## src/verilog/lsu_pkg.sv

```systemverilog
package lsu_pkg;

  // Data and address word
  typedef logic [31:0] xlen_t;

  // Register file index
  typedef logic [4:0] reg_idx_t;

  // Access size and sign, RISC-V funct3 encoding
  typedef logic [2:0] funct3_t;

  // One strobe per byte lane
  typedef logic [3:0] strb_t;

  // Signed accesses, shared by loads and stores
  localparam funct3_t F3_B = 3'd0;
  localparam funct3_t F3_H = 3'd1;
  localparam funct3_t F3_W = 3'd2;

  // Unsigned loads only
  localparam funct3_t F3_BU = 3'd4;
  localparam funct3_t F3_HU = 3'd5;

  // Size field, the low two bits of funct3
  localparam logic [1:0] SIZE_B = 2'b00;
  localparam logic [1:0] SIZE_H = 2'b01;
  localparam logic [1:0] SIZE_W = 2'b10;

  // Kind of operation entering the pipeline
  typedef enum logic [1:0] {
    OP_ADDR  = 2'd0,
    OP_LOAD  = 2'd1,
    OP_STORE = 2'd2
  } op_e;

  // Source of the value written back to rd
  typedef enum logic {
    RES_ALU  = 1'b0,
    RES_LOAD = 1'b1
  } res_src_e;

  // Trap cause reported with the writeback
  typedef enum logic [1:0] {
    TRAP_NONE          = 2'd0,
    TRAP_LDST_MISALIGN = 2'd1
  } trap_code_e;

endpackage

```

## src/verilog/ex_mem_if.sv

```systemverilog
`timescale 1ns/1ps

// One operation travelling from EX to MEM
interface ex_mem_if import lsu_pkg::*; ();
  logic     valid;
  op_e      op;
  funct3_t  funct3;
  reg_idx_t rd;
  // Effective address, byte granular
  xlen_t    addr;
  xlen_t    store_data;

  modport ex(output valid, op, funct3, rd, addr, store_data);
  modport mem(input valid, op, funct3, rd, addr, store_data);
endinterface


```

## src/verilog/stage_ex.sv

```systemverilog
`timescale 1ns/1ps

module stage_ex import lsu_pkg::*; (
  input  logic     clk,
  input  logic     rst_n,
  input  logic     stall,
  input  logic     in_valid,
  input  op_e      in_op,
  input  funct3_t  in_funct3,
  input  reg_idx_t in_rd,
  input  xlen_t    in_base,
  input  xlen_t    in_offset,
  input  xlen_t    in_store_data,
  ex_mem_if.ex     ex_mem
);

  // Input register contents
  logic     valid_q;
  op_e      op_q;
  funct3_t  funct3_q;
  reg_idx_t rd_q;
  xlen_t    base_q;
  xlen_t    offset_q;
  xlen_t    store_data_q;

  // Effective address, also the result of an address operation
  xlen_t    eff_addr;

  // Input valid bit
  always_ff @(posedge clk) begin
    if (!rst_n) begin
      valid_q <= 1'b0;
    end else if (!stall) begin
      valid_q <= in_valid;
    end
  end

  // Payload follows the source whenever the pipeline moves
  always_ff @(posedge clk) begin
    if (!stall) begin
      op_q         <= in_op;
      funct3_q     <= in_funct3;
      rd_q         <= in_rd;
      base_q       <= in_base;
      offset_q     <= in_offset;
      store_data_q <= in_store_data;
    end
  end

  assign eff_addr = base_q + offset_q;

  // An empty slot moves on to MEM with valid low
  always_ff @(posedge clk) begin
    if (!rst_n) begin
      ex_mem.valid <= 1'b0;
    end else if (!stall) begin
      ex_mem.valid <= valid_q;
    end
  end

  always_ff @(posedge clk) begin
    if (!stall) begin
      ex_mem.op         <= op_q;
      ex_mem.funct3     <= funct3_q;
      ex_mem.rd         <= rd_q;
      ex_mem.addr       <= eff_addr;
      ex_mem.store_data <= store_data_q;
    end
  end

endmodule

```

## src/flat_wrapper.sv

```systemverilog
// flat-port wrapper written by rule: the top's interface ports become plain ports
module stage_ex_flat import lsu_pkg::*;
  (clk, rst_n, stall, in_valid, in_op, in_funct3, in_rd, in_base, in_offset, in_store_data, ex_mem_valid, ex_mem_op, ex_mem_funct3, ex_mem_rd, ex_mem_addr, ex_mem_store_data);
  ex_mem_if ex_mem_i ();
  input  logic clk;
  input  logic rst_n;
  input  logic stall;
  input  logic in_valid;
  input  op_e in_op;
  input  funct3_t in_funct3;
  input  reg_idx_t in_rd;
  input  xlen_t in_base;
  input  xlen_t in_offset;
  input  xlen_t in_store_data;
  output wire logic [$bits(ex_mem_i.valid)-1:0] ex_mem_valid;
  output wire logic [$bits(ex_mem_i.op)-1:0] ex_mem_op;
  output wire logic [$bits(ex_mem_i.funct3)-1:0] ex_mem_funct3;
  output wire logic [$bits(ex_mem_i.rd)-1:0] ex_mem_rd;
  output wire logic [$bits(ex_mem_i.addr)-1:0] ex_mem_addr;
  output wire logic [$bits(ex_mem_i.store_data)-1:0] ex_mem_store_data;
  assign ex_mem_valid = ex_mem_i.valid;
  assign ex_mem_op = ex_mem_i.op;
  assign ex_mem_funct3 = ex_mem_i.funct3;
  assign ex_mem_rd = ex_mem_i.rd;
  assign ex_mem_addr = ex_mem_i.addr;
  assign ex_mem_store_data = ex_mem_i.store_data;
  stage_ex u_core (.clk(clk), .rst_n(rst_n), .stall(stall), .in_valid(in_valid), .in_op(in_op), .in_funct3(in_funct3), .in_rd(in_rd), .in_base(in_base), .in_offset(in_offset), .in_store_data(in_store_data), .ex_mem(ex_mem_i));
endmodule
```

## config.mk

```make
export PLATFORM = sky130hd
export DESIGN_NAME = stage_ex_flat
export DESIGN_NICKNAME = d
export VERILOG_FILES = /design/src/verilog/lsu_pkg.sv /design/src/verilog/ex_mem_if.sv /design/src/verilog/stage_ex.sv /design/src/flat_wrapper.sv
export SDC_FILE = /design/constraint.sdc
export NUM_CORES = 1
export LEC_CHECK = 0
export ABC_AREA = 1
export BUFFER_PORTS_ARGS = -buffer_cell sky130_fd_sc_hd__buf_2
export CAP_MARGIN = 20
export CORE_MARGIN = 8
export CORE_UTILIZATION = 35
export CTS_BUF_LIST = sky130_fd_sc_hd__clkbuf_8 sky130_fd_sc_hd__clkbuf_16
export DETAILED_ROUTE_END_ITERATION = 8
export SETUP_SLACK_MARGIN = 0.2
export SLEW_MARGIN = 20
export SYNTH_ARGS = -nofsm -noshare
export SYNTH_HDL_FRONTEND = slang
export SYNTH_SLANG_ARGS = --single-unit
```

## constraint.sdc

```tcl
create_clock -name clk -period 11.2 [get_ports clk]
set_input_delay 2.24 -clock clk [delete_from_list [all_inputs] [get_ports clk]]
set_output_delay 2.24 -clock clk [all_outputs]
set_load 0.03 [all_outputs]
```

==> impl_metrics.ini <==
[global_route]
antenna_found_initial = 14
first_pass_grt_wire_length_um = 26400
gr-usage-all-layers_pct = 12.2
grt_max_degree = 98
grt_pass1_vias = 5172
globalRouteOverflowTotal = 0

[power]
power.density_nw_per_um2 = 183
worst_ir_drop_vdd_mv = 0.105
finalPower_mw = 1.79
static-leakage-power_nw = 4.56

[placement]
dpl_cell_area_sq_um = 9150
gp_congestion = 0.831
port_buffers = 184
place.detailed.hpwl_um = 12900

[critical_path]
critical_path_arrival_ps = 3950
worstSetupEndpointType = register
critPathRequiredTime_ps = 11250
worst_path_max_delay_cell = sky130_fd_sc_hd__buf_4
setup.worst_path.start_class = input port
critical_path.max_fanout = 97
setup.reg_to_reg.worst_slack_ps = 9030
timing.critical_path.cells = buf_2 > inv_6 > buf_4
critPathKind = in -> reg
r2r_cells = 12
timing.critical_path.slowest_cell_delay_ps = 910

[synth]
synth.yosys.warnings = 0
yosys-top-cells-area = sky130_fd_sc_hd__edfxtp_1 69%, sky130_fd_sc_hd__nand2_1 11%, sky130_fd_sc_hd__inv_1 5.3%, sky130_fd_sc_hd__ha_1 4.9%, sky130_fd_sc_hd__nor2_1 2.0%
synthesis.nets = 825
number_of_flops_mapped_to_enable_cells_by_yosys = 180
yosysMostFrequentCell = sky130_fd_sc_hd__nand2_1
synth_top_cells_by_count = 221 x sky130_fd_sc_hd__nand2_1, 180 x sky130_fd_sc_hd__edfxtp_1, 110 x sky130_fd_sc_hd__inv_1
synth_top_area_cell = sky130_fd_sc_hd__edfxtp_1
avgSynthCellArea_sq_um = 11.5
synth-async-reset-ratio_pct = 0
yosys.area.top_type_share_pct = 68.8
yosys_register_bits = 182
ys.flop_type = sky130_fd_sc_hd__edfxtp_1
number_of_distinct_library_cells_after_synthesis = 23
netlist_area_sq_um = 7860
postSynthCellCount = 683
synth_sequential_area_ratio_pct = 69.3

[sta]
rsz_0062_raised_after_global_routing = no
timing.slew.headroom_pct = 30.7
timing.final.crit_share_pct = 34.8
setup-violations-final = 0
fmaxAchievable_mhz = 256
final_number_of_max_transition_violations = 0
finalHoldViolCount = 0
tightest_slew_ps = 1040
layout_min_cycle_time_ps = 3900
clock-skew-final_ps = 16.4
final.setup.tns_ps = 0

[floorplan]
die_y_um = 166
width_of_the_chip_um = 166
design.die.area_sq_um = 27500
fp-row-count = 55
start_util_pct = 35.1
top_level_ports = 185
area_inside_the_core_boundary_sq_um = 22400

[cts]
htree_levels = 4
cts-root-to-sink-buffers = 2
cts_repair_resize_count = 0
cts_setup_buffers = 0
clock_insertion_delay_worst_skew_ps = 430
cts.root.buffer_cell = sky130_fd_sc_hd__clkbuf_16
cts_sinks = 182
cts_tree = done
cts.reportedPaths.clkPinSlew_ps = 70
tritoncts.num_buffers = 17
post_cts_hold_buffer_count = 0

[layout]
drive_gt1_share_pct = 27.2
filler_cell_count = 2097
synthToLayoutAreaGrowth_pct = 24.6
layout.core_utilization_pct = 43.8
finalNetCount = 1029
post-route-cell-area_sq_um = 9790

[detailed_routing]
detail_route.vias_per_cell = 4.33
wirelength_um = 16700
vias = 5136
drcViolationCount = 0
ant_nets = 0
detail_route.first_pass.iterations = 4
drt_iter0_markers = 241
detailed_route_wire_length_per_cell_um = 14.1

[hold_path]
holdCritPathClass = reg -> reg
min_path_cells = 0

[run_status]
result_of_the_run = finished clean

[job]
drv.max_cap_violation_count = 0
routing by layer:
layer  vias to the layer above  wire (um)  GRT usage [%]
li1                       2652          -              -
met5                         -        152              0
met4                        24        189           3.83
met2                       130       7860           19.7
met1                      2296       6890           13.4
met3                        34       1620           6.96
logic make-up after synthesis:
group | synth area share [%]
simple gates | 16.6
fa+ha+maj | 5.19
xor+xnor | 1.78
compound gates | 1.74
flops | 69.3
buf+inv | 5.40
final cells by class:
class	instances	area, sq um	area share [%]
diodes	2	5.00	0.0511
clock buffers	17	425	4.35
clock inverters	15	209	2.13
inverters	113	429	4.38
multi-input cells	388	1990	20.3
flip-flops and latches	182	5450	55.6
well taps	285	357	3.64
repair buffers	185	928	9.48
layout by cell type, fill, tap and decap left out:
cell type	count
sky130_fd_sc_hd__a21o_1	1
sky130_fd_sc_hd__a21oi_1	19
sky130_fd_sc_hd__a21oi_2	1
sky130_fd_sc_hd__buf_2	184
sky130_fd_sc_hd__buf_4	1
sky130_fd_sc_hd__bufinv_16	2
sky130_fd_sc_hd__clkbuf_16	17
sky130_fd_sc_hd__clkinv_4	3
sky130_fd_sc_hd__clkinv_8	4
sky130_fd_sc_hd__dfxtp_1	2
sky130_fd_sc_hd__diode_2	2
sky130_fd_sc_hd__edfxtp_1	180
sky130_fd_sc_hd__fa_1	1
sky130_fd_sc_hd__ha_1	31
sky130_fd_sc_hd__inv_1	109
sky130_fd_sc_hd__inv_2	3
sky130_fd_sc_hd__inv_6	5
sky130_fd_sc_hd__inv_8	2
sky130_fd_sc_hd__nand2_1	221
sky130_fd_sc_hd__nand2_2	14
sky130_fd_sc_hd__nand3_1	23
sky130_fd_sc_hd__nand3_2	4
sky130_fd_sc_hd__nand4_1	3
sky130_fd_sc_hd__nor2_1	42
sky130_fd_sc_hd__nor2_2	2
sky130_fd_sc_hd__nor3_1	3
sky130_fd_sc_hd__nor3_2	2
sky130_fd_sc_hd__o21ai_0	2
sky130_fd_sc_hd__o21bai_1	2
sky130_fd_sc_hd__or2_4	1
sky130_fd_sc_hd__xnor2_1	2
sky130_fd_sc_hd__xor2_1	14
registers in the layout (all words and copies together) (netlist names):
name	cells
u_core.ex_mem.valid	1
u_core.funct3_q	3
u_core.store_data_q	32
u_core.valid_q	1
u_core.offset_q	32
u_core.op_q	2
u_core.ex_mem.op	2
u_core.ex_mem.store_data	32
u_core.ex_mem.rd	5
u_core.ex_mem.funct3	3
u_core.rd_q	5
u_core.base_q	32
u_core.ex_mem.addr	32
per-stage QoR:
step / hold WS (ps) / cells / setup WS [ps]
after floorplan: 400 / 683 / 4930
after global placement: 400 / 1153 / 6830
after detailed placement: 405 / 1153 / 6810
after CTS: 422 / 1185 / 7260
after global routing: 428 / 1187 / 7130
final: 424 / 1187 / 7300
worst max-delay path, delay by kind of cell:
family,cells,cell delay (ps)
buffers and inverters,3,1630
worst paths after layout:
check	to	start
max	u_core.base_q[11]	stall
min	u_core.ex_mem.rd[4]	u_core.rd_q[4]
max reg2reg	u_core.ex_mem.addr[20]	u_core.offset_q[0]
min reg2reg	u_core.ex_mem.rd[4]	u_core.rd_q[4]
where the power goes:
group / switching, mW / internal [mW] / leakage (nW)
Sequential: 0.0163 / 0.828 / 1.78
Clock: 0.285 / 0.344 / 0.308
Combinational: 0.217 / 0.0990 / 2.47
Total: 0.518 / 1.27 / 4.56
Note: power is estimated with default switching activity, not from simulation.
