==> config.mk <==
export PLATFORM = sky130hd
export DESIGN_NAME = stage_wb_flat
export DESIGN_NICKNAME = d
export VERILOG_FILES = /design/src/verilog/lsu_pkg.sv /design/src/verilog/ex_mem_if.sv /design/src/verilog/stage_wb.sv /design/src/flat_wrapper.sv
export SDC_FILE = /design/constraint.sdc
export NUM_CORES = 1
export LEC_CHECK = 0
export BUFFER_PORTS_ARGS = -buffer_cell sky130_fd_sc_hd__clkbuf_2
export CORE_ASPECT_RATIO = 2
export CORE_MARGIN = 1.5
export CORE_UTILIZATION = 42
export DETAILED_ROUTE_END_ITERATION = 6
export GPL_ROUTABILITY_DRIVEN = 0
export MAX_ROUTING_LAYER = met4
export PLACE_DENSITY = 0.8
export SYNTH_ARGS = -nofsm -noshare
export SYNTH_HDL_FRONTEND = slang
export SYNTH_SLANG_ARGS = --single-unit
==> constraint.sdc <==
create_clock -name clk -period 1.7 [get_ports clk]
set_input_delay 0.17 -clock clk [delete_from_list [all_inputs] [get_ports clk]]
set_output_delay 0.17 -clock clk [all_outputs]
set_load 0.05 [all_outputs]
==> src/verilog/lsu_pkg.sv <==
package lsu_pkg;

  // Data and address word
  typedef logic [31:0] xlen_t;

  // Register file index
  typedef logic [4:0] reg_idx_t;

  // Access size and sign, RISC-V funct3 encoding
  typedef logic [2:0] funct3_t;

  // One strobe per byte lane
  typedef logic [3:0] strb_t;

  // Signed accesses, shared by loads and stores
  localparam funct3_t F3_B = 3'd0;
  localparam funct3_t F3_H = 3'd1;
  localparam funct3_t F3_W = 3'd2;

  // Unsigned loads only
  localparam funct3_t F3_BU = 3'd4;
  localparam funct3_t F3_HU = 3'd5;

  // Size field, the low two bits of funct3
  localparam logic [1:0] SIZE_B = 2'b00;
  localparam logic [1:0] SIZE_H = 2'b01;
  localparam logic [1:0] SIZE_W = 2'b10;

  // Kind of operation entering the pipeline
  typedef enum logic [1:0] {
    OP_ADDR  = 2'd0,
    OP_LOAD  = 2'd1,
    OP_STORE = 2'd2
  } op_e;

  // Source of the value written back to rd
  typedef enum logic {
    RES_ALU  = 1'b0,
    RES_LOAD = 1'b1
  } res_src_e;

  // Trap cause reported with the writeback
  typedef enum logic [1:0] {
    TRAP_NONE          = 2'd0,
    TRAP_LDST_MISALIGN = 2'd1
  } trap_code_e;

endpackage

==> src/verilog/ex_mem_if.sv <==


// One operation travelling from MEM to WB
interface mem_wb_if import lsu_pkg::*; ();
  logic       valid;
  logic       reg_write;
  reg_idx_t   rd;
  res_src_e   res_src;
  xlen_t      alu_result;
  // Already extended and shifted down to bit 0
  xlen_t      load_data;
  logic       trap;
  trap_code_e trap_code;

  modport mem(output valid, reg_write, rd, res_src, alu_result, load_data, trap, trap_code);
  modport wb(input valid, reg_write, rd, res_src, alu_result, load_data, trap, trap_code);
endinterface

==> src/verilog/stage_wb.sv <==
`timescale 1ns/1ps

module stage_wb import lsu_pkg::*; (
  input  logic       clk,
  input  logic       rst_n,
  input  logic       stall,
  mem_wb_if.wb       mem_wb,
  output logic       wb_valid,
  output logic       wb_we,
  output reg_idx_t   wb_rd,
  output xlen_t      wb_data,
  output logic       wb_trap,
  output trap_code_e wb_trap_code
);

  xlen_t result;
  logic  rd_zero;

  assign result  = (mem_wb.res_src == RES_LOAD) ? mem_wb.load_data : mem_wb.alu_result;
  // x0 is hardwired, never written
  assign rd_zero = (mem_wb.rd == '0);

  always_ff @(posedge clk) begin
    if (!rst_n) begin
      wb_valid <= 1'b0;
      wb_we    <= 1'b0;
      wb_trap  <= 1'b0;
    end else if (!stall) begin
      wb_valid <= mem_wb.valid;
      wb_we    <= mem_wb.valid && mem_wb.reg_write && !rd_zero;
      wb_trap  <= mem_wb.valid && mem_wb.trap;
    end else begin
      // Frozen pipeline, drop the beat so it is not reported again
      wb_valid <= 1'b0;
      wb_we    <= 1'b0;
      wb_trap  <= 1'b0;
    end
  end

  always_ff @(posedge clk) begin
    if (!stall) begin
      wb_rd        <= mem_wb.rd;
      wb_data      <= rd_zero ? '0 : result;
      wb_trap_code <= mem_wb.trap_code;
    end
  end

endmodule

==> src/flat_wrapper.sv <==
// flat-port wrapper written by rule: the top's interface ports become plain ports
module stage_wb_flat import lsu_pkg::*;
  (clk, rst_n, stall, wb_valid, wb_we, wb_rd, wb_data, wb_trap, wb_trap_code, mem_wb_valid, mem_wb_reg_write, mem_wb_rd, mem_wb_res_src, mem_wb_alu_result, mem_wb_load_data, mem_wb_trap, mem_wb_trap_code);
  mem_wb_if mem_wb_i ();
  input  logic clk;
  input  logic rst_n;
  input  logic stall;
  output logic wb_valid;
  output logic wb_we;
  output reg_idx_t wb_rd;
  output xlen_t wb_data;
  output logic wb_trap;
  output trap_code_e wb_trap_code;
  input wire logic [$bits(mem_wb_i.valid)-1:0] mem_wb_valid;
  input wire logic [$bits(mem_wb_i.reg_write)-1:0] mem_wb_reg_write;
  input wire logic [$bits(mem_wb_i.rd)-1:0] mem_wb_rd;
  input wire logic [$bits(mem_wb_i.res_src)-1:0] mem_wb_res_src;
  input wire logic [$bits(mem_wb_i.alu_result)-1:0] mem_wb_alu_result;
  input wire logic [$bits(mem_wb_i.load_data)-1:0] mem_wb_load_data;
  input wire logic [$bits(mem_wb_i.trap)-1:0] mem_wb_trap;
  input wire logic [$bits(mem_wb_i.trap_code)-1:0] mem_wb_trap_code;
  assign mem_wb_i.valid = mem_wb_valid;
  assign mem_wb_i.reg_write = mem_wb_reg_write;
  assign mem_wb_i.rd = mem_wb_rd;
  assign mem_wb_i.res_src = mem_wb_res_src;
  assign mem_wb_i.alu_result = mem_wb_alu_result;
  assign mem_wb_i.load_data = mem_wb_load_data;
  assign mem_wb_i.trap = mem_wb_trap;
  assign mem_wb_i.trap_code = mem_wb_trap_code;
  stage_wb u_core (.clk(clk), .rst_n(rst_n), .stall(stall), .mem_wb(mem_wb_i), .wb_valid(wb_valid), .wb_we(wb_we), .wb_rd(wb_rd), .wb_data(wb_data), .wb_trap(wb_trap), .wb_trap_code(wb_trap_code));
endmodule
==> impl_metrics.tcl, run 1 <==
set metrics [dict create \
    outcome "complete, no violations" \
    fmax_mhz 904 \
    fp-row-count 34 \
    rsz0062_at_grt "false" \
    irDropWorstVdd_uv 671 \
    route.met2.wl_um 2360 \
    numPortBuffers 119 \
    whs_ns 0.0507 \
    pwr_density_cell_mw_per_mm2 1070 \
    cts_sinks 42 \
    top_layer "met4" \
    wl_met3_um 257 \
    cts-hold-fix-buffers 0 \
    synth_nets 202 \
    grt_pass1_wl_um 6550 \
    final_common_cell "clkbuf_2" \
    period_minus_slack_ns 1.11 \
    m1WireLength_um 1490 \
    period_share_pct 65.1 \
    via_count 1477 \
    worst-path-max-fanout 1 \
    yosys_register_bits 42 \
    cts_tree "yes" \
    min_path_cells 1 \
    leakage_uw 0.00126 \
    sw_frac_of_total_pct 29.0 \
    fin_nets 322 \
    slowest_stage "edfxtp_1" \
    avgSynthCellArea_um2 14.9 \
    setup_violations 0 \
    hold_viol_final 0 \
    worstHoldStart "mem_wb_trap_code[0]" \
    synth_seq_area_share_pct 66.6 \
    start_kind "register" \
    dieWidth_um 49.9 \
    drive_gt1_share_pct 54.7 \
    path_cells "clkbuf_2" \
    diodes 0 \
    maxSlewViolCount 0 \
    drc 0 \
    final_cell_mix "clkbuf_2 (119), edfxtp_1 (39), mux2i_1 (32), a21oi_1 (31), clkbuf_8 (5)" \
    worst-setup-path-type "register to output port" \
    path_clk_slew_ns 0.08 \
    grt_overflow 0 \
    routedWlPerCell_um 14.2 \
    combinationalPowerShare_pct 23.0 \
    power.switching_uw 818 \
    grt_max_degree 40 \
    post-dp-hpwl_um 3250 \
    synth.distinct_cells 15 \
    p_int_uw 2000 \
    post_cts_buffers 0 \
    worstPathRequired_ns 1.53 \
    layout_setup_ws_ns 0.594 \
    htree_levels 2 \
    antenna_found_initial 0 \
    seq_power_share_pct 44.5 \
    max_stage_delay_ns 0.40 \
    drt_iter0_markers 11 \
    tightest_slew_ns 0.345 \
    max-slew-margin-rel_pct 77.0 \
    yosysWarnings 0 \
    initial_core_util_pct 43.0 \
    cts_resized 0 \
    endpoint_kind "output port" \
    p_clk_share_pct 32.4 \
    area_growth_pct 42.4 \
    arrival_ns 0.94 \
    numCtsBuffers 5 \
    dieHeight_um 96.8 \
    clk_path_buf_depth 2 \
    drtAntennaViolNets 0 \
    wl_um 4250 \
    synth_area_mm2 0.00185 \
    first_pass_iters 4 \
    root_buffer "clkbuf_8" \
    first_global_vias 1479 \
    fp.dieArea_mm2 0.00483 \
    ios 120 \
    max_cap_violations 0 \
    cp_top_family "flip-flops" \
    dpl_worst_slack_ns 0.382 \
    viasPerCell 4.94 \
    syn_inst 124 \
    critical_path_buf_inv_count 1 \
    hold_path.class "primary input to register" \
    fp.coreArea_mm2 0.00430 \
    grt_use_total_pct 18.4 \
    setup_tns_ns 0 \
    hold_end "u_core.wb_trap_code[0]$_DFFE_PN_" \
]
-- cell usage after synthesis --
cell type | number | area share (%)
dfxtp_1 | 3 | 3.2
nand2_1 | 1 | 0.20
edfxtp_1 | 39 | 63
inv_1 | 2 | 0.41
buf_4 | 3 | 1.2
nand4b_1 | 1 | 0.47
nor2_1 | 1 | 0.20
a21oi_1 | 31 | 8.4
nor3b_1 | 1 | 0.41
mux2i_1 | 32 | 17
clkbuf_1 | 3 | 0.61
nor4_4 | 1 | 1.2
buf_2 | 1 | 0.27
buf_6 | 3 | 1.8
a21oi_2 | 2 | 0.95
-- metrics by stage --
stage,instances,util (%),area [um^2],power [uW]
after floorplan,124,-,1850,1730
after global placement,291,58.1,2490,1920
after detailed placement,291,58.1,2490,1940
after CTS,299,61.3,2630,2850
after global routing,299,61.3,2630,2910
final,299,61.3,2630,2820
-- registers in the layout, summed over array words and instances, names as in the netlist --
name	count
u_core.wb_data	32
u_core.wb_rd	5
u_core.wb_trap_code	2
u_core.wb_trap	1
u_core.wb_valid	1
u_core.wb_we	1
-- layout make-up --
| type | instances | area (um^2) |
|---|---|---|
| Multi-Input combinational cell | 70 | 538 |
| Inverter | 2 | 7.51 |
| Fill cell | 371 | 1660 |
| Clock inverter | 3 | 68.8 |
| Clock buffer | 5 | 68.8 |
| Timing Repair Buffer | 123 | 651 |
| Sequential cell | 42 | 1230 |
| Tap cell | 54 | 67.6 |
-- cells by family (layout without fill, tap and decap cells) --
family                 count (synthesis)  count (layout)  share of synthesized area (%)
AO/OA/AOI/OAI                         33              33                           9.34
buffers and inverters                 12             133                           4.33
flip-flops                            42              42                           66.6
multiplexers                          32              32                           17.3
AND/OR/NAND/NOR                        5               5                           2.44
-- routing by layer --
metal,up-vias,GRT usage (%)
li1,715,-
met1,672,18.2
met2,78,32.2
met3,12,4.32
met4,0,9.62
met5,-,-
-- worst max-delay path by stage --
stage                                                start  cells after the start  slack, ns                         endpoint
after CTS                 u_core.wb_data[29]$_SDFFCE_PN0N_                      1       0.58                      wb_data[29]
after floorplan                                      stall                      1       0.37  u_core.wb_data[0]$_SDFFCE_PN0N_
final                     u_core.wb_data[29]$_SDFFCE_PN0N_                      1       0.59                      wb_data[29]
after global placement                        mem_wb_rd[0]                      4       0.41  u_core.wb_data[1]$_SDFFCE_PN0N_
after global routing       u_core.wb_data[3]$_SDFFCE_PN0N_                      1       0.56                       wb_data[3]
after detailed placement                      mem_wb_rd[0]                      4       0.38  u_core.wb_data[9]$_SDFFCE_PN0N_
-- power groups by stage --
stage / Sequential, uW / Clock [uW] / Combinational, uW
after global routing: 1260 / 966 / 684
final: 1260 / 916 / 650
after CTS: 1260 / 934 / 655
after floorplan: 1600 / 0 / 129
after detailed placement: 1280 / 0 / 654
after global placement: 1280 / 0 / 643
Power figures use the tool's default switching activity.
==> run 2, diff against run 1 <==
Settings changed: CORE_UTILIZATION 42 to 38, PLACE_DENSITY 0.8 to 0.76.
Clock period 1.7 ns to 1 ns, I/O delays scaled along.
==> run 2 against run 1 <==
Against the previous run:
- final area grew 8.0%
- sequential cell count stayed put
- global-route usage fell by 1.2 points
- hold slack worse by 0.011 ns
- via count up 2.6%
- first-iteration DRC count grew 110%
- die area rose by 10%
- non-clock buffer count rose by 6
- critical path type unchanged
- highest routed layer unchanged
==> impl_metrics.tcl, run 2 (synthesis results as in run 1) <==
set metrics [dict create \
    outcome "complete, no violations" \
    first_global_vias 1575 \
    worst-path-max-fanout 1 \
    wl_um 4250 \
    numCtsBuffers 5 \
    drtAntennaViolNets 0 \
    max_cap_violations 0 \
    root_buffer "clkbuf_8" \
    tightest_slew_ns 0.254 \
    final_util_pct 61.3 \
    whs_ns 0.0395 \
    htree_levels 2 \
    grt_max_degree 34 \
    hold_viol_final 0 \
    largest_register_ffs 32 \
    worstPathRequired_ns 0.90 \
    met3_usage_pct 4.28 \
    numPortBuffers 119 \
    power.switching_uw 1400 \
    dieWidth_um 52.3 \
    fp.dieArea_mm2 0.00532 \
    grt_busiest_layer "met2" \
    top_register "u_core.wb_data" \
    routedWlPerCell_um 13.9 \
    period_minus_slack_ns 0.982 \
    combinationalPowerShare_pct 28.4 \
    diodes 0 \
    final_common_cell "clkbuf_2" \
    via_count 1516 \
    p_int_uw 3030 \
    fp.coreArea_mm2 0.00464 \
    grt_pass1_wl_um 6590 \
    max_stage_delay_ns 0.42 \
    ios 120 \
    cts_sinks 42 \
    hold_path.class "primary input to register" \
    initial_core_util_pct 39.8 \
    fin_nets 328 \
    first_pass_iters 3 \
    path_cells "buf_8" \
    p_clk_share_pct 23.2 \
    grt_overflow 0 \
    critical_path_buf_inv_count 1 \
    worst-setup-path-type "register to output port" \
    drive_gt1_share_pct 55.8 \
    endpoint_kind "output port" \
    sw_frac_of_total_pct 31.5 \
    viasPerCell 4.95 \
    fp-row-count 35 \
    clk_path_buf_depth 2 \
    area_growth_pct 53.8 \
    drt_iter0_markers 23 \
    cp_top_family "flip-flops" \
    slowest_stage "edfxtp_1" \
    rsz0062_at_grt "true" \
    irDropWorstVdd_uv 1270 \
    nFillCells 410 \
    start_kind "register" \
    leakage_uw 0.00132 \
    power.total_uw 4430 \
    dieHeight_um 102 \
    max-slew-margin-rel_pct 82.9 \
    antenna_found_initial 0 \
    reg_top3 "u_core.wb_data x32, u_core.wb_rd x5, u_core.wb_trap_code x2" \
    pwr_density_cell_mw_per_mm2 1560 \
    cts_tree "yes" \
    final_cells 306 \
    arrival_ns 0.88 \
    grt_use_met2_pct 32.9 \
    drc 0 \
    place_inst 295 \
    maxSlewViolCount 0 \
    use_met1_pct 14.8 \
    final_cell_mix "clkbuf_2 (77), edfxtp_1 (39), mux2i_1 (32), a21oi_1 (27), buf_4 (24)" \
    grt_use_total_pct 17.3 \
    seq_power_share_pct 48.4 \
    post-dp-hpwl_um 3240 \
    path_clk_slew_ns 0.08 \
    setup_violations 0 \
    fmax_mhz 1020 \
    period_share_pct 98.2 \
]
==> run 2: worst paths after layout <==
check | from | endpoint | cells after the start
worst max-delay path | u_core.wb_data[5]$_SDFFCE_PN0N_ | wb_data[5] | 1
worst min-delay path | mem_wb_rd[3] | u_core.wb_rd[3]$_DFFE_PN_ | 1
==> run 2: power groups by stage <==
stage,sequential [uW],combinational (uW),clock (uW)
2_1_floorplan,2720,226,0
3_3_place_gp,2170,1130,0
3_5_place_dp,2180,1150,0
4_1_cts,2140,1250,1070
5_1_grt,2160,1320,1140
6_report,2140,1260,1030
==> run 2: through the flow <==
step	setup slack [ns]	cell area [um^2]	setup TNS, ns
global placement	-0.107	2590	-3.23
finish	0.0177	2840	0
global route	-0.0173	2840	-0.0464
floorplan	-0.0272	1870	-0.671
CTS	0.000207	2820	0
detailed placement	-0.142	2590	-3.94
==> run 2: metal layers <==
metal  wire length (um)  part of all wire [%]  vias to the layer above
met3                354                   8.3                        8
met1               1320                    31                      702
met4                 85                   2.0                        0
met5                  0                     0                        -
li1                   -                     -                      727
met2               2490                    59                       79
==> run 2: cell type report <==
class | count | area, um^2 | share of cell area, %
sequential | 42 | 1230 | 43.3
multi-input combinational | 70 | 553 | 19.4
clock buffer | 6 | 72.6 | 2.55
clock inverter | 2 | 8.76 | 0.308
timing repair buffer | 129 | 898 | 31.6
inverter | 2 | 11.3 | 0.396
tap | 55 | 68.8 | 2.42
==> run 2: timing repair <==
| action | 4_1_cts | 5_1_grt |
|---|---|---|
| hold buffers | 3 | 0 |
| buffers inserted | 0 | 0 |
| gates resized for setup | 41 | 40 |
| setup endpoints to repair | 35 | 34 |
| hold endpoints to repair | 3 | 0 |
