File: config.mk
export PLATFORM = sky130hd
export DESIGN_NAME = stage_mem_flat
export DESIGN_NICKNAME = d
export VERILOG_FILES = /design/src/verilog/lsu_pkg.sv /design/src/verilog/ex_mem_if.sv /design/src/verilog/store_fmt.sv /design/src/verilog/load_fmt.sv /design/src/verilog/stage_mem.sv /design/src/flat_wrapper.sv
export SDC_FILE = /design/constraint.sdc
export NUM_CORES = 1
export LEC_CHECK = 0
export BUFFER_PORTS_ARGS = -buffer_cell sky130_fd_sc_hd__buf_4
export CAP_MARGIN = 40
export CORE_MARGIN = 4
export CORE_UTILIZATION = 38
export DETAILED_ROUTE_END_ITERATION = 6
export HOLD_SLACK_MARGIN = 0.12
export PLACE_DENSITY = 0.85
export SLEW_MARGIN = 10
export SYNTH_ARGS = -nofsm -noshare
export SYNTH_HDL_FRONTEND = slang
export SYNTH_SLANG_ARGS = --single-unit
File: constraint.sdc
create_clock -name clk -period 2.4 [get_ports clk]
set_clock_uncertainty 0.1 [all_clocks]
set_input_delay 0.24 -clock clk [delete_from_list [all_inputs] [get_ports clk]]
set_output_delay 0.24 -clock clk [all_outputs]
set_load 0.01 [all_outputs]
File: src/verilog/lsu_pkg.sv
package lsu_pkg;

  // Data and address word
  typedef logic [31:0] xlen_t;

  // Register file index
  typedef logic [4:0] reg_idx_t;

  // Access size and sign, RISC-V funct3 encoding
  typedef logic [2:0] funct3_t;

  // One strobe per byte lane
  typedef logic [3:0] strb_t;

  // Signed accesses, shared by loads and stores
  localparam funct3_t F3_B = 3'd0;
  localparam funct3_t F3_H = 3'd1;
  localparam funct3_t F3_W = 3'd2;

  // Unsigned loads only
  localparam funct3_t F3_BU = 3'd4;
  localparam funct3_t F3_HU = 3'd5;

  // Size field, the low two bits of funct3
  localparam logic [1:0] SIZE_B = 2'b00;
  localparam logic [1:0] SIZE_H = 2'b01;
  localparam logic [1:0] SIZE_W = 2'b10;

  // Kind of operation entering the pipeline
  typedef enum logic [1:0] {
    OP_ADDR  = 2'd0,
    OP_LOAD  = 2'd1,
    OP_STORE = 2'd2
  } op_e;

  // Source of the value written back to rd
  typedef enum logic {
    RES_ALU  = 1'b0,
    RES_LOAD = 1'b1
  } res_src_e;

  // Trap cause reported with the writeback
  typedef enum logic [1:0] {
    TRAP_NONE          = 2'd0,
    TRAP_LDST_MISALIGN = 2'd1
  } trap_code_e;

endpackage

File: src/verilog/ex_mem_if.sv
`timescale 1ns/1ps

// One operation travelling from EX to MEM
interface ex_mem_if import lsu_pkg::*; ();
  logic     valid;
  op_e      op;
  funct3_t  funct3;
  reg_idx_t rd;
  // Effective address, byte granular
  xlen_t    addr;
  xlen_t    store_data;

  modport ex(output valid, op, funct3, rd, addr, store_data);
  modport mem(input valid, op, funct3, rd, addr, store_data);
endinterface

// One operation travelling from MEM to WB
interface mem_wb_if import lsu_pkg::*; ();
  logic       valid;
  logic       reg_write;
  reg_idx_t   rd;
  res_src_e   res_src;
  xlen_t      alu_result;
  // Already extended and shifted down to bit 0
  xlen_t      load_data;
  logic       trap;
  trap_code_e trap_code;

  modport mem(output valid, reg_write, rd, res_src, alu_result, load_data, trap, trap_code);
  modport wb(input valid, reg_write, rd, res_src, alu_result, load_data, trap, trap_code);
endinterface

File: src/verilog/store_fmt.sv
`timescale 1ns/1ps

module store_fmt import lsu_pkg::*; (
  input  xlen_t      data,
  input  logic [1:0] addr_lsb,
  input  funct3_t    funct3,
  output xlen_t      wdata,
  output strb_t      wstrb
);

  // Replicating the low bits puts the value in every lane,
  // so the strobes alone pick the lanes that are written
  always_comb begin
    case (funct3[1:0])
      SIZE_B: begin
        wdata = {4{data[7:0]}};
        // One lane, chosen by the byte offset
        wstrb = strb_t'(4'b0001 << addr_lsb);
      end
      SIZE_H: begin
        wdata = {2{data[15:0]}};
        // Lower or upper halfword
        if (addr_lsb[1]) begin
          wstrb = 4'b1100;
        end else begin
          wstrb = 4'b0011;
        end
      end
      SIZE_W: begin
        wdata = data;
        wstrb = 4'b1111;
      end
      default: begin
        // Not a valid store size, nothing written
        wdata = data;
        wstrb = 4'b0000;
      end
    endcase
  end

endmodule

File: src/verilog/load_fmt.sv
`timescale 1ns/1ps

module load_fmt import lsu_pkg::*; (
  input  xlen_t      rdata,
  input  logic [1:0] addr_lsb,
  input  funct3_t    funct3,
  output xlen_t      data
);

  // Read word moved down so the addressed byte sits at bit 0
  xlen_t shifted;

  // Byte offset times eight
  assign shifted = rdata >> {addr_lsb, 3'b000};

  always_comb begin
    case (funct3)
      // Signed byte
      F3_B: begin
        data = {{24{shifted[7]}}, shifted[7:0]};
      end
      // Signed halfword
      F3_H: begin
        data = {{16{shifted[15]}}, shifted[15:0]};
      end
      // Unsigned byte
      F3_BU: begin
        data = {24'b0, shifted[7:0]};
      end
      // Unsigned halfword
      F3_HU: begin
        data = {16'b0, shifted[15:0]};
      end
      // Word and anything else pass through as read
      default: begin
        data = rdata;
      end
    endcase
  end

endmodule

File: src/verilog/stage_mem.sv
`timescale 1ns/1ps

module stage_mem import lsu_pkg::*; (
  input  logic    clk,
  input  logic    rst_n,
  input  logic    stall,
  ex_mem_if.mem   ex_mem,
  output logic    dmem_ren,
  output xlen_t   dmem_raddr,
  input  xlen_t   dmem_rdata,
  output logic    dmem_we,
  output xlen_t   dmem_waddr,
  output xlen_t   dmem_wdata,
  output strb_t   dmem_wstrb,
  mem_wb_if.mem   mem_wb
);

  logic     is_load;
  logic     is_store;
  logic     misalign;
  xlen_t    word_addr;
  xlen_t    load_data;
  res_src_e res_src;

  assign is_load  = ex_mem.valid && (ex_mem.op == OP_LOAD);
  assign is_store = ex_mem.valid && (ex_mem.op == OP_STORE);

  // Halfword must be even, word must be 4-byte aligned
  // Address operations never trap
  always_comb begin
    misalign = 1'b0;
    if (is_load || is_store) begin
      case (ex_mem.funct3[1:0])
        SIZE_H:  misalign = ex_mem.addr[0];
        SIZE_W:  misalign = |ex_mem.addr[1:0];
        default: misalign = 1'b0;
      endcase
    end
  end

  // SRAM sees word addresses, lanes are picked by strobes
  assign word_addr = {ex_mem.addr[31:2], 2'b00};

  // Trapped accesses never reach the SRAM
  assign dmem_ren   = is_load && !misalign;
  assign dmem_raddr = word_addr;

  // Write held off while frozen, the store commits on the edge it leaves MEM
  assign dmem_we    = is_store && !misalign && !stall;
  assign dmem_waddr = word_addr;

  store_fmt u_store_fmt (
    .data     (ex_mem.store_data),
    .addr_lsb (ex_mem.addr[1:0]),
    .funct3   (ex_mem.funct3),
    .wdata    (dmem_wdata),
    .wstrb    (dmem_wstrb)
  );

  // Read data comes back in this cycle, formatted before the register
  load_fmt u_load_fmt (
    .rdata    (dmem_rdata),
    .addr_lsb (ex_mem.addr[1:0]),
    .funct3   (ex_mem.funct3),
    .data     (load_data)
  );

  assign res_src = (ex_mem.op == OP_LOAD) ? RES_LOAD : RES_ALU;

  // MEM/WB control bits
  always_ff @(posedge clk) begin
    if (!rst_n) begin
      mem_wb.valid     <= 1'b0;
      mem_wb.reg_write <= 1'b0;
      mem_wb.trap      <= 1'b0;
    end else if (!stall) begin
      mem_wb.valid     <= ex_mem.valid;
      // Stores and trapped operations leave rd alone
      mem_wb.reg_write <= ex_mem.valid && (ex_mem.op != OP_STORE) && !misalign;
      mem_wb.trap      <= misalign;
    end
  end

  // MEM/WB payload
  always_ff @(posedge clk) begin
    if (!stall) begin
      mem_wb.rd         <= ex_mem.rd;
      mem_wb.res_src    <= res_src;
      mem_wb.alu_result <= ex_mem.addr;
      mem_wb.load_data  <= load_data;
      mem_wb.trap_code  <= misalign ? TRAP_LDST_MISALIGN : TRAP_NONE;
    end
  end

endmodule

File: src/flat_wrapper.sv
// flat-port wrapper written by rule: the top's interface ports become plain ports
module stage_mem_flat import lsu_pkg::*;
  (clk, rst_n, stall, dmem_ren, dmem_raddr, dmem_rdata, dmem_we, dmem_waddr, dmem_wdata, dmem_wstrb, ex_mem_valid, ex_mem_op, ex_mem_funct3, ex_mem_rd, ex_mem_addr, ex_mem_store_data, mem_wb_valid, mem_wb_reg_write, mem_wb_rd, mem_wb_res_src, mem_wb_alu_result, mem_wb_load_data, mem_wb_trap, mem_wb_trap_code);
  ex_mem_if ex_mem_i ();
  mem_wb_if mem_wb_i ();
  input  logic clk;
  input  logic rst_n;
  input  logic stall;
  output logic dmem_ren;
  output xlen_t dmem_raddr;
  input  xlen_t dmem_rdata;
  output logic dmem_we;
  output xlen_t dmem_waddr;
  output xlen_t dmem_wdata;
  output strb_t dmem_wstrb;
  input wire logic [$bits(ex_mem_i.valid)-1:0] ex_mem_valid;
  input wire logic [$bits(ex_mem_i.op)-1:0] ex_mem_op;
  input wire logic [$bits(ex_mem_i.funct3)-1:0] ex_mem_funct3;
  input wire logic [$bits(ex_mem_i.rd)-1:0] ex_mem_rd;
  input wire logic [$bits(ex_mem_i.addr)-1:0] ex_mem_addr;
  input wire logic [$bits(ex_mem_i.store_data)-1:0] ex_mem_store_data;
  output wire logic [$bits(mem_wb_i.valid)-1:0] mem_wb_valid;
  output wire logic [$bits(mem_wb_i.reg_write)-1:0] mem_wb_reg_write;
  output wire logic [$bits(mem_wb_i.rd)-1:0] mem_wb_rd;
  output wire logic [$bits(mem_wb_i.res_src)-1:0] mem_wb_res_src;
  output wire logic [$bits(mem_wb_i.alu_result)-1:0] mem_wb_alu_result;
  output wire logic [$bits(mem_wb_i.load_data)-1:0] mem_wb_load_data;
  output wire logic [$bits(mem_wb_i.trap)-1:0] mem_wb_trap;
  output wire logic [$bits(mem_wb_i.trap_code)-1:0] mem_wb_trap_code;
  assign ex_mem_i.valid = ex_mem_valid;
  assign ex_mem_i.op = ex_mem_op;
  assign ex_mem_i.funct3 = ex_mem_funct3;
  assign ex_mem_i.rd = ex_mem_rd;
  assign ex_mem_i.addr = ex_mem_addr;
  assign ex_mem_i.store_data = ex_mem_store_data;
  assign mem_wb_valid = mem_wb_i.valid;
  assign mem_wb_reg_write = mem_wb_i.reg_write;
  assign mem_wb_rd = mem_wb_i.rd;
  assign mem_wb_res_src = mem_wb_i.res_src;
  assign mem_wb_alu_result = mem_wb_i.alu_result;
  assign mem_wb_load_data = mem_wb_i.load_data;
  assign mem_wb_trap = mem_wb_i.trap;
  assign mem_wb_trap_code = mem_wb_i.trap_code;
  stage_mem u_core (.clk(clk), .rst_n(rst_n), .stall(stall), .ex_mem(ex_mem_i), .dmem_ren(dmem_ren), .dmem_raddr(dmem_raddr), .dmem_rdata(dmem_rdata), .dmem_we(dmem_we), .dmem_waddr(dmem_waddr), .dmem_wdata(dmem_wdata), .dmem_wstrb(dmem_wstrb), .mem_wb(mem_wb_i));
endmodule
==> results.txt <==
The worst setup path is captured at an output port. The timing-limited maximum frequency is 471 MHz. The clock net in this run drives a total of 74 sinks. The total DRC errors in the routed layout came out at 0. The endpoint identified for the worst register-to-register timing path is u_core.mem_wb.valid$_SDFFE_PN0N_. VDD sags by at most 220 uV. The largest driver fanout on the critical path is 17.

The register area share after synthesis is 53.2%. Each instance of the synthesized netlist takes up on average 11.2 um2. The required arrival time at the worst endpoint came out at 2.06 ns. Cells fill 63.4% of the core in the end. The worst path meets setup with 0.278 ns of slack. The final standard cell area without fillers is 0.00663 mm2. The final weighted congestion of routability-driven global placement came out at 0.929. The starting DRC count in detailed routing came out at 339.

The register clock-pin slew on the reported worst setup and hold paths is 0.07 ns. For this design the ratio of total power to cell area is 524 mW/mm2. The worst hold path was traced through 3 stages. The routed via count came out at 3864.

The HPWL after detailed placement is 10.5 mm. Once the clock tree was built, the resizer swapped 0 gates to a different size. The final max-slew violation count was 0. The number of max-cap violations is 0. The initial antenna violation count is 0. The area after detailed placement came out at 0.00586 mm2. Compared with the post-synthesis result, the final layout area differs by 60.9%. The starting density of the core came out at 39.4%. The share of flip-flops with an asynchronous set or reset after synthesis came out at 0%. The number of endpoints failing setup at the final stage is 0. During I/O placement, the number of pins put on the boundary was 287. The reg2reg setup slack is 1.12 ns. The Yosys step of the flow raised 0 warnings. The length in cells of the worst reg-to-reg path is 3. The ratio of cells with drive above 1 in the final layout is 48.6%. The run finished with clean final reports. TritonCTS created 9 clock buffers. The remaining max-slew budget at the tightest pin came out at 65.7%. After synthesis, the netlist uses 45 different library cells. The minimum setup slack after placement came out at 0.184 ns.

The final worst-path cycle share came out at 88.4%. The path category of the worst min-delay check is input port to flip-flop. After synthesis, the cell types taking the most area are sky130_fd_sc_hd__edfxtp_1 (52%), sky130_fd_sc_hd__buf_4 (13%), sky130_fd_sc_hd__mux2i_1 (3.9%). The count of endpoints failing hold in the final timing report is 0. The repair_antennas step left the layout with diodes totalling 0. The total of flip-flops plus latches after synthesis is 74. The floorplan has 37 rows. Ranked by instance count, the synthesized netlist is headed by sky130_fd_sc_hd__buf_4 (74), sky130_fd_sc_hd__edfxtp_1 (71), sky130_fd_sc_hd__nand2_1 (42), sky130_fd_sc_hd__o21ai_0 (21), sky130_fd_sc_hd__nor2_1 (20). For this run, the leading register cell type out of synthesis is sky130_fd_sc_hd__edfxtp_1. Port buffering added 281 buffers. The die is 112 um tall.

The die covers 0.0126 mm2. The net count reported at finish came out at 755. The category of the worst setup path launch point is an input port. The total leakage power is 3.14 nW. The synthesized design contains 71 enable-type register cells.

The arrival time reported for the critical path endpoint came out at 1.78 ns. For the final routed database, the setup TNS stands at 0 ns. The total routing resource utilization after global routing is 21.7%. For this run the aggregate overflow at the end of global routing stands at 0. The clock reaches the later pin of the worst-skew pair after 0.35 ns.

In the post-synthesis netlist, the cell with the most instances is sky130_fd_sc_hd__buf_4. The count of H-tree levels built during CTS came out at 3. The setup path with the least slack is of type input port to output port.

The per-cell via count in the routed design came out at 4.94. TritonCTS built the clock tree. The maximum number of pins on one net before global-route repair came out at 71. The synthesized netlist cell count is 368. The clock period minus final worst setup slack is 2.12 ns.

The area of the core is 0.0105 mm2. The maximum clock path buffer count is 2. The residual antenna-violating net count after detailed routing came out at 0.

The cell area that synthesis handed to floorplanning was 0.00412 mm2. The worst hold path begins at dmem_rdata[11]. The terminating pin of the worst hold path is u_core.mem_wb.load_data[11]$_DFFE_PN_. The wire length of the first global-routing pass came out at 21.6 mm.

The count of filler cells inserted in the layout came out at 804. The transition at the pin with the smallest max-transition slack is 0.513 ns. Summing internal, switching and leakage power gives 3.47 mW. The synthesized design spends more area on one cell type than any other, namely sky130_fd_sc_hd__edfxtp_1. The detailed-route wire length came out at 14.1 mm. Dividing the detail-routed wire length by the instance count gives 18.0 um.

The pre-antenna-repair detailed-routing pass consisted of 5 iterations. The share of the synthesized area in the top cell type came out at 51.7%. The number of global-route vias before repair was 4062. The width of the chip is 112 um. The startpoint identified for the worst register-to-register timing path is u_core.mem_wb.valid$_SDFFE_PN0N_. Setup repair after global routing left no endpoint under its margin. CTS placed an instance of sky130_fd_sc_hd__clkbuf_8 at the clock tree root.
[power breakdown]
group / switching, mW / internal (mW)
Combinational: 0.472 / 0.540
Clock: 0.476 / 0.403
Sequential: 0.0338 / 1.55
Total: 0.982 / 2.49
[metal layers]
metal	vias up	wire length, um	track usage, %
met3	38	1310	5.88
li1	1793	-	-
met2	259	7700	42.1
met5	-	0	0
met4	0	458	9.05
met1	1774	4620	21.4
[how the worst max path moves through the flow]
| stage | startpoint | end | slack [ns] | cells after the start |
|---|---|---|---|---|
| floorplan | stall | u_core.mem_wb.reg_write$_SDFFE_PN0N_ | 0.39 | 3 |
| global placement | ex_mem_funct3[1] | u_core.mem_wb.load_data[27]$_DFFE_PN_ | 0.27 | 8 |
| detailed placement | ex_mem_funct3[1] | u_core.mem_wb.load_data[26]$_DFFE_PN_ | 0.18 | 8 |
| CTS | ex_mem_funct3[1] | dmem_wdata[10] | 0.27 | 7 |
| global route | ex_mem_funct3[1] | dmem_wdata[9] | 0.16 | 7 |
| finish | ex_mem_funct3[1] | dmem_wdata[10] | 0.28 | 7 |
[registers in the layout (all words and copies together) (netlist names)]
register                  cells
u_core.mem_wb.alu_result     32
u_core.mem_wb.load_data      32
u_core.mem_wb.rd              5
u_core.mem_wb.reg_write       1
u_core.mem_wb.res_src         1
u_core.mem_wb.trap            1
u_core.mem_wb.trap_code       1
u_core.mem_wb.valid           1
[metrics by stage]
step / hold WS, ns / std cells
final: 0.142 / 782
after global routing: 0.133 / 782
after CTS: 0.122 / 782
after detailed placement: 0.320 / 707
after global placement: 0.320 / 707
after floorplan: 0.239 / 372
[layout make-up]
type	count	area (um2)	share of cell area [%]
Clock buffer	10	138	2.08
Clock inverter	6	41.3	0.623
Inverter	8	33.8	0.510
Multi-Input combinational cell	200	1280	19.3
Sequential cell	74	2190	33.1
Tap cell	136	170	2.57
Timing Repair Buffer	348	2770	41.8
[worst max-delay path, stage by stage]
cell and delay (ns):
sky130_fd_sc_hd__buf_4 0.13, sky130_fd_sc_hd__clkinv_1 0.14, sky130_fd_sc_hd__ha_1 0.36, sky130_fd_sc_hd__buf_4 0.28, sky130_fd_sc_hd__nand2b_1 0.23, sky130_fd_sc_hd__a22o_1 0.26, sky130_fd_sc_hd__buf_4 0.14
[cells in the final DEF (no fill, tap or decap), types with 2 or more instances in the layout]
master	n
sky130_fd_sc_hd__conb_1	5
sky130_fd_sc_hd__o2bb2ai_1	2
sky130_fd_sc_hd__mux2i_1	16
sky130_fd_sc_hd__o21ai_0	21
sky130_fd_sc_hd__dlygate4sd3_1	59
sky130_fd_sc_hd__a22o_1	8
sky130_fd_sc_hd__inv_1	5
sky130_fd_sc_hd__edfxtp_1	71
sky130_fd_sc_hd__clkbuf_8	10
sky130_fd_sc_hd__clkinv_2	2
sky130_fd_sc_hd__ha_1	4
sky130_fd_sc_hd__a21o_1	17
sky130_fd_sc_hd__nand2b_1	5
sky130_fd_sc_hd__or3_1	7
sky130_fd_sc_hd__nand2_1	42
sky130_fd_sc_hd__dfxtp_1	3
sky130_fd_sc_hd__and2_1	6
sky130_fd_sc_hd__a221oi_1	7
sky130_fd_sc_hd__a22oi_1	10
sky130_fd_sc_hd__clkinvlp_4	4
sky130_fd_sc_hd__a21oi_1	4
sky130_fd_sc_hd__buf_4	288
sky130_fd_sc_hd__nand3_1	7
sky130_fd_sc_hd__nor2_1	19
[logic make-up after synthesis]
kind of cell / Yosys count / synth area share, %
adder cells (fa/ha/maj): 4 / 1.21
flip-flops: 74 / 53.2
AND/OR/NAND/NOR: 94 / 10.6
other: 1 / 0.0910
multiplexers: 18 / 4.52
AO/OA/AOI/OAI: 79 / 14.2
buffers and inverters: 98 / 16.2
[repair_timing]
item,CTS,global route
hold buffers,59,0
endpoints found under the setup margin,0,0
endpoints found under the hold margin,59,0
setup buffers,0,0
Note: power is estimated with default switching activity, not from simulation.
